### config.mk
export PLATFORM = sky130hd
export DESIGN_NAME = gmii_frame_serializer_flat
export DESIGN_NICKNAME = d
export VERILOG_FILES = /design/src/design/udp_tx_pkg.sv /design/src/design/hdr_stage_if.sv /design/src/design/eth_crc32.sv /design/src/design/gmii_frame_serializer.sv /design/src/flat_wrapper.sv
export SDC_FILE = /design/constraint.sdc
export NUM_CORES = 1
export LEC_CHECK = 0
export CAP_MARGIN = 40
export CORE_ASPECT_RATIO = 0.7
export CORE_MARGIN = 10
export CORE_UTILIZATION = 30
export CTS_CLUSTER_SIZE = 25
export DETAILED_ROUTE_END_ITERATION = 8
export DONT_BUFFER_PORTS = 1
export GPL_ROUTABILITY_DRIVEN = 0
export HOLD_SLACK_MARGIN = 0.15
export PLACE_DENSITY = 0.46
export SYNTH_ARGS = -nofsm -noshare
export SYNTH_HDL_FRONTEND = slang
export SYNTH_SLANG_ARGS = --single-unit
export TNS_END_PERCENT = 50
### constraint.sdc
create_clock -name clk_i -period 28.8 [get_ports clk_i]
set_input_delay 2.88 -clock clk_i [delete_from_list [all_inputs] [get_ports clk_i]]
set_output_delay 2.88 -clock clk_i [all_outputs]
set_load 0.05 [all_outputs]
### src/design/udp_tx_pkg.sv
package udp_tx_pkg;

    // payload length in bytes, up to 1472
    typedef logic [10:0] payload_len_t;

    // 42 header bytes, first field goes out first
    typedef struct packed {
        logic [47:0] dst_mac;
        logic [47:0] src_mac;
        logic [15:0] ethertype;
        logic [7:0]  ip_ver_ihl;
        logic [7:0]  ip_tos;
        logic [15:0] ip_total_len;
        logic [15:0] ip_ident;
        logic [15:0] ip_flags_frag;
        logic [7:0]  ip_ttl;
        logic [7:0]  ip_protocol;
        logic [15:0] ip_checksum;
        logic [31:0] src_ip;
        logic [31:0] dst_ip;
        logic [15:0] src_port;
        logic [15:0] dst_port;
        logic [15:0] udp_len;
        logic [15:0] udp_checksum;
    } eth_header_t;

    typedef enum logic [2:0] {
        IDLE,
        PREAMBLE,
        SFD,
        HEADER,
        PAYLOAD,
        PAD,
        FCS,
        GAP
    } tx_state_t;

    localparam int          PREAMBLE_BYTES = 7;
    localparam logic [7:0]  PREAMBLE_BYTE  = 8'h55;
    localparam logic [7:0]  SFD_BYTE       = 8'hd5;
    localparam int          HEADER_BYTES   = 42;
    // bytes between SFD and FCS at minimum frame size
    localparam int          MIN_BODY_BYTES = 60;
    localparam int          FCS_BYTES      = 4;
    localparam int          IFG_BYTES      = 12;

    localparam logic [15:0] ETHERTYPE_IPV4 = 16'h0800;
    localparam logic [7:0]  IP_PROTO_UDP   = 8'd17;
    localparam logic [7:0]  IP_TTL         = 8'd64;
    localparam logic [15:0] IP_FLAGS_DF    = 16'h4000;
    localparam int          IP_HDR_BYTES   = 20;
    localparam int          UDP_HDR_BYTES  = 8;

endpackage

### src/design/hdr_stage_if.sv
`timescale 1ns/100ps

interface hdr_stage_if;
    import udp_tx_pkg::*;

    logic         valid;
    eth_header_t  header;
    payload_len_t len;
    // strobe, serializer leaves IDLE
    logic         taken;

    modport builder (
        output valid,
        output header,
        output len,
        input  taken
    );

    modport serializer (
        input  valid,
        input  header,
        input  len,
        output taken
    );

endinterface

### src/design/eth_crc32.sv
`timescale 1ns/100ps

module eth_crc32 (
    input  logic        clk_i,
    input  logic        rst_i,
    input  logic        clear_i,
    input  logic        en_i,
    input  logic [7:0]  data_i,
    output logic [31:0] crc_o
);

    localparam logic [31:0] POLY = 32'hedb88320;

    logic [31:0] crc_q;
    logic [31:0] crc_next;

    // lsb first, one bit per step
    always_comb begin
        crc_next = crc_q ^ {24'h000000, data_i};
        for (int i = 0; i < 8; i++) begin
            crc_next = crc_next[0] ? ((crc_next >> 1) ^ POLY) : (crc_next >> 1);
        end
    end

    always_ff @(posedge clk_i) begin
        if (rst_i || clear_i) begin
            crc_q <= '1;
        end else if (en_i) begin
            crc_q <= crc_next;
        end
    end

    assign crc_o = ~crc_q;

endmodule

### src/design/gmii_frame_serializer.sv
`timescale 1ns/100ps

module gmii_frame_serializer (
    input  logic              clk_i,
    input  logic              rst_i,

    hdr_stage_if.serializer   hdr,

    output logic              pop_o,
    input  logic [7:0]        pop_data_i,

    output logic              tx_en_o,
    output logic [7:0]        tx_d_o
);
    import udp_tx_pkg::*;

    localparam int HDR_W     = $bits(eth_header_t);
    // payload bytes below this count get zero padding
    localparam int PAD_LIMIT = MIN_BODY_BYTES - HEADER_BYTES;

    // state and cnt describe the byte now on the wire
    tx_state_t          state;
    tx_state_t          state_n;
    logic [10:0]        cnt;
    logic [10:0]        cnt_n;
    logic               en_n;
    logic [7:0]         d_n;

    logic [HDR_W-1:0]   hdr_sr;
    payload_len_t       len_q;
    payload_len_t       pop_left;
    logic [1:0]         fcs_idx;
    logic               crc_clear;
    logic               crc_en;
    logic [31:0]        crc;

    assign hdr.taken = (state == IDLE) && hdr.valid;

    assign fcs_idx = cnt[1:0] + 2'd1;

    always_comb begin
        state_n = state;
        cnt_n   = cnt + 11'd1;
        en_n    = 1'b1;
        d_n     = 8'h00;
        case (state)
            IDLE: begin
                cnt_n = '0;
                en_n  = 1'b0;
                if (hdr.valid) begin
                    state_n = PREAMBLE;
                    en_n    = 1'b1;
                    d_n     = PREAMBLE_BYTE;
                end
            end
            PREAMBLE: begin
                if (cnt == 11'(PREAMBLE_BYTES - 1)) begin
                    state_n = SFD;
                    cnt_n   = '0;
                    d_n     = SFD_BYTE;
                end else begin
                    d_n = PREAMBLE_BYTE;
                end
            end
            SFD: begin
                state_n = HEADER;
                cnt_n   = '0;
                d_n     = hdr_sr[HDR_W-1 -: 8];
            end
            HEADER: begin
                if (cnt == 11'(HEADER_BYTES - 1)) begin
                    state_n = PAYLOAD;
                    cnt_n   = '0;
                    d_n     = pop_data_i;
                end else begin
                    d_n = hdr_sr[HDR_W-1 -: 8];
                end
            end
            PAYLOAD: begin
                if (cnt == len_q - 11'd1) begin
                    if (len_q < PAD_LIMIT) begin
                        // cnt keeps counting through the pad
                        state_n = PAD;
                    end else begin
                        state_n = FCS;
                        cnt_n   = '0;
                        d_n     = crc[7:0];
                    end
                end else begin
                    d_n = pop_data_i;
                end
            end
            PAD: begin
                if (cnt == 11'(PAD_LIMIT - 1)) begin
                    state_n = FCS;
                    cnt_n   = '0;
                    d_n     = crc[7:0];
                end
            end
            FCS: begin
                if (cnt == 11'(FCS_BYTES - 1)) begin
                    state_n = GAP;
                    cnt_n   = '0;
                    en_n    = 1'b0;
                end else begin
                    d_n = crc[{fcs_idx, 3'b000} +: 8];
                end
            end
            GAP: begin
                en_n = 1'b0;
                if (cnt == 11'(IFG_BYTES - 1)) begin
                    state_n = IDLE;
                    cnt_n   = '0;
                end
            end
            default: begin
                state_n = IDLE;
                cnt_n   = '0;
                en_n    = 1'b0;
            end
        endcase
    end

    // pops run one byte ahead of the wire
    assign pop_o = (pop_left != '0) &&
                   ((state == PAYLOAD) ||
                    ((state == HEADER) && (cnt >= 11'(HEADER_BYTES - 2))));

    always_ff @(posedge clk_i) begin
        if (rst_i) begin
            state    <= IDLE;
            cnt      <= '0;
            tx_en_o  <= 1'b0;
            pop_left <= '0;
        end else begin
            state   <= state_n;
            cnt     <= cnt_n;
            tx_en_o <= en_n;
            if (hdr.taken) begin
                pop_left <= hdr.len;
            end else if (pop_o) begin
                pop_left <= pop_left - 11'd1;
            end
        end
    end

    always_ff @(posedge clk_i) begin
        tx_d_o <= d_n;
        if (hdr.taken) begin
            hdr_sr <= hdr.header;
            len_q  <= hdr.len;
        end else if (state_n == HEADER) begin
            hdr_sr <= hdr_sr << 8;
        end
    end

    // fed at the same edge the byte is registered
    assign crc_clear = state == IDLE;
    assign crc_en    = en_n && ((state_n == HEADER) || (state_n == PAYLOAD) ||
                                (state_n == PAD));

    eth_crc32 i_crc (
        .clk_i  (clk_i),
        .rst_i  (rst_i),
        .clear_i(crc_clear),
        .en_i   (crc_en),
        .data_i (d_n),
        .crc_o  (crc)
    );

endmodule

### src/flat_wrapper.sv
// flat-port wrapper written by rule: the top's interface ports become plain ports
module gmii_frame_serializer_flat import udp_tx_pkg::*;
  (clk_i, rst_i, pop_o, pop_data_i, tx_en_o, tx_d_o, hdr_valid, hdr_header, hdr_len, hdr_taken);
  hdr_stage_if hdr_i ();
  input  logic clk_i;
  input  logic rst_i;
  output logic pop_o;
  input  logic [7:0] pop_data_i;
  output logic tx_en_o;
  output logic [7:0] tx_d_o;
  input wire logic [$bits(hdr_i.valid)-1:0] hdr_valid;
  input wire logic [$bits(hdr_i.header)-1:0] hdr_header;
  input wire logic [$bits(hdr_i.len)-1:0] hdr_len;
  output wire logic [$bits(hdr_i.taken)-1:0] hdr_taken;
  assign hdr_i.valid = hdr_valid;
  assign hdr_i.header = hdr_header;
  assign hdr_i.len = hdr_len;
  assign hdr_taken = hdr_i.taken;
  gmii_frame_serializer u_core (.clk_i(clk_i), .rst_i(rst_i), .hdr(hdr_i), .pop_o(pop_o), .pop_data_i(pop_data_i), .tx_en_o(tx_en_o), .tx_d_o(tx_d_o));
endmodule
==> impl_metrics.toml <==
[clock_network]
cts_sinks = 413
cts_buffers = 45
hold_buffers = 0
tritoncts = "done"
cts-root-buf = "clkbuf_16"
path_clk_slew_ns = 0.06
post_cts_buffers = 0
clk_path_buf_depth = 3
h-tree-depth = 2
cts_resized = 0
insertion_delay_ns = 0.60

[sta]
grt_setup_unrepaired = "false"
worst_slew_pin_slew_ns = 1.18
worst_clock_skew_ns = 0.0240
period_minus_slack_ns = 7.07
tns_ns = 0
slew_headroom = 0.211
clock.fmax_mhz = 141
drv_slew = 0
setup_viol = 0
hold_slack_ns = 0.459
hold_viol = 0
fin_crit_sh = 0.246

[synthesis]
syn_area_um2 = 19200
syn-num-nets = 2310
syn_inst = 1946
synth_area_per_cell_um2 = 9.85
synth_cell_types = 71
synthTopCellsByArea = "edfxtp_1 54%, nand2_1 20%, dfxtp_1 6.9%"
synth_edf_count = 347
seq_area_frac_synth = 0.613
synth_top_cell_by_area = "edfxtp_1"
ys_ff_latch = 413
synth_top_area_frac = 0.544
yosys_warnings = 0
synth-async-reset-ratio = 0
synth_flop_cell = "edfxtp_1"

[cells_and_area]
layout_common_cells = "1045 x nand2_1, 347 x edfxtp_1, 66 x dfxtp_1, 61 x xnor2_1, 45 x clkbuf_16"
layout_commonest_cell = "nand2_1"
final_cells = 2776
final_cell_area_um2 = 21500
post_route_cells_drive_above_1_share = 0.0649
nets = 2272
multi_input_area_um2 = 6970
regArea_um2 = 11700
area_growth_pct = 12.4
nFillCells = 6555

[placed_design]
dp.cells = 2690
dp.final_hpwl_mm = 39.0
place_area_um2 = 20100
io_buffers = 0

[power_and_ir_drop]
power.density_nw_per_um2 = 66.7
vdd_drop_max_v = 0.0000452
p_total_mw = 1.44
p_leak_nw = 8.83

[worst_hold_path]
hold_depth = 2
hold_class = "reg -> reg"

[grt]
grt_pass1_wl_mm = 81.4
grt-ovfl-total = 0
grt_max_degree = 180
grtUsageTotal = 0.142
grt_pass1_vias = 13000
antenna_found_initial = 13

[routing]
ant_nets = 0
first_pass_iters = 5
dr.first_iter.drc_count = 981
vias_per_cell = 4.70
wl_mm = 54.8
vias = 13000
drc_errors = 0
routedWlPerCell_um = 19.7

[floorplan]
start_util = 0.303
die_area_um2 = 74600
core_um2 = 63200
die_w_um = 322
num_io_pins = 369
die_h_um = 231
rows = 77

[critical_path]
crit_fanout = 132
rrSetupSlack_ns = 24.02
arrival_ns = 4.19
ff2ff_path_depth = 12
worstSetupPathType = "in -> out"
cp-start-kind = "primary input"
endpoint_kind = "output pin"
required_ns = 25.92

[flow_run]
cap_violations = 0

[run_status]
status = "complete, no violations"
through the flow:
stage / utilization / setup WS, ns
final: 0.341 / 21.73
after detailed placement: 0.318 / 21.74
after global placement: 0.315 / 21.65
after CTS: 0.341 / 21.73
after global routing: 0.341 / 21.59
after floorplan: - / 2.93
per-layer routing:
layer	vias up	share of wire	GRT usage
li1	6424	-	-
met1	6237	0.46	0.195
met2	278	0.44	0.208
met3	87	0.080	0.0524
met4	16	0.019	0.0374
met5	-	0.0022	0
path summary, 6_finish.rpt:
path,from,end
setup / recovery,hdr_valid,hdr_taken
hold / removal,u_core.pop_left[10],u_core.pop_left[10]
setup reg to reg,u_core.cnt[0],u_core.i_crc.crc_q[19]
hold reg to reg,u_core.pop_left[10],u_core.pop_left[10]
cell type report:
cell class	instances	share of cell area
timing repair buffer	19	0.0130
tap	829	0.0482
multi-input combinational	1413	0.324
inverter	16	0.00314
clock buffer	58	0.0545
antenna	5	0.000581
sequential	413	0.545
clock inverter	23	0.0118
logic make-up (layout without fill, tap and decap cells):
family	count (synthesis)	in the layout	share of synthesized area
flip-flops	413	413	0.613
AND/OR/NAND/NOR	1172	1172	0.244
buffers and inverters	120	116	0.0251
adder cells (fa/ha/maj)	6	6	0.00392
other	0	5	0
XOR/XNOR	94	94	0.0469
AO/OA/AOI/OAI	118	118	0.0506
multiplexers	23	23	0.0172
synthesized netlist by cell type (all sizes together), types with 8 or more instances:
master	count
o21bai	9
clkbuf	93
mux4	8
nor3	16
o21ai	19
xor2	33
buf	11
nor2	36
mux2i	15
o31a	10
and3	20
inv	16
o31ai	8
nor4	9
dfxtp	66
nand2	1047
xnor2	61
o211ai	21
edfxtp	347
sequential cells by signal, summed over array words and instances, names as in the netlist:
name	cells
u_core.tx_en_o	1
u_core.state	3
u_core.hdr_sr	336
u_core.len_q	11
u_core.tx_d_o	8
u_core.pop_left	11
u_core.i_crc.crc_q	32
u_core.cnt	11
report_power, final:
part | total, mW | switching (mW) | internal (mW)
Sequential | 0.731 | 0.0192 | 0.712
Clock | 0.571 | 0.252 | 0.319
Combinational | 0.135 | 0.0918 | 0.0436
Total | 1.44 | 0.363 | 1.07
worst max-delay path: stages:
cell,delay (ns)
nand2_4,0.35
inv_8,0.31
buf_16,0.37
No activity file was read; power rests on OpenSTA's default activity.
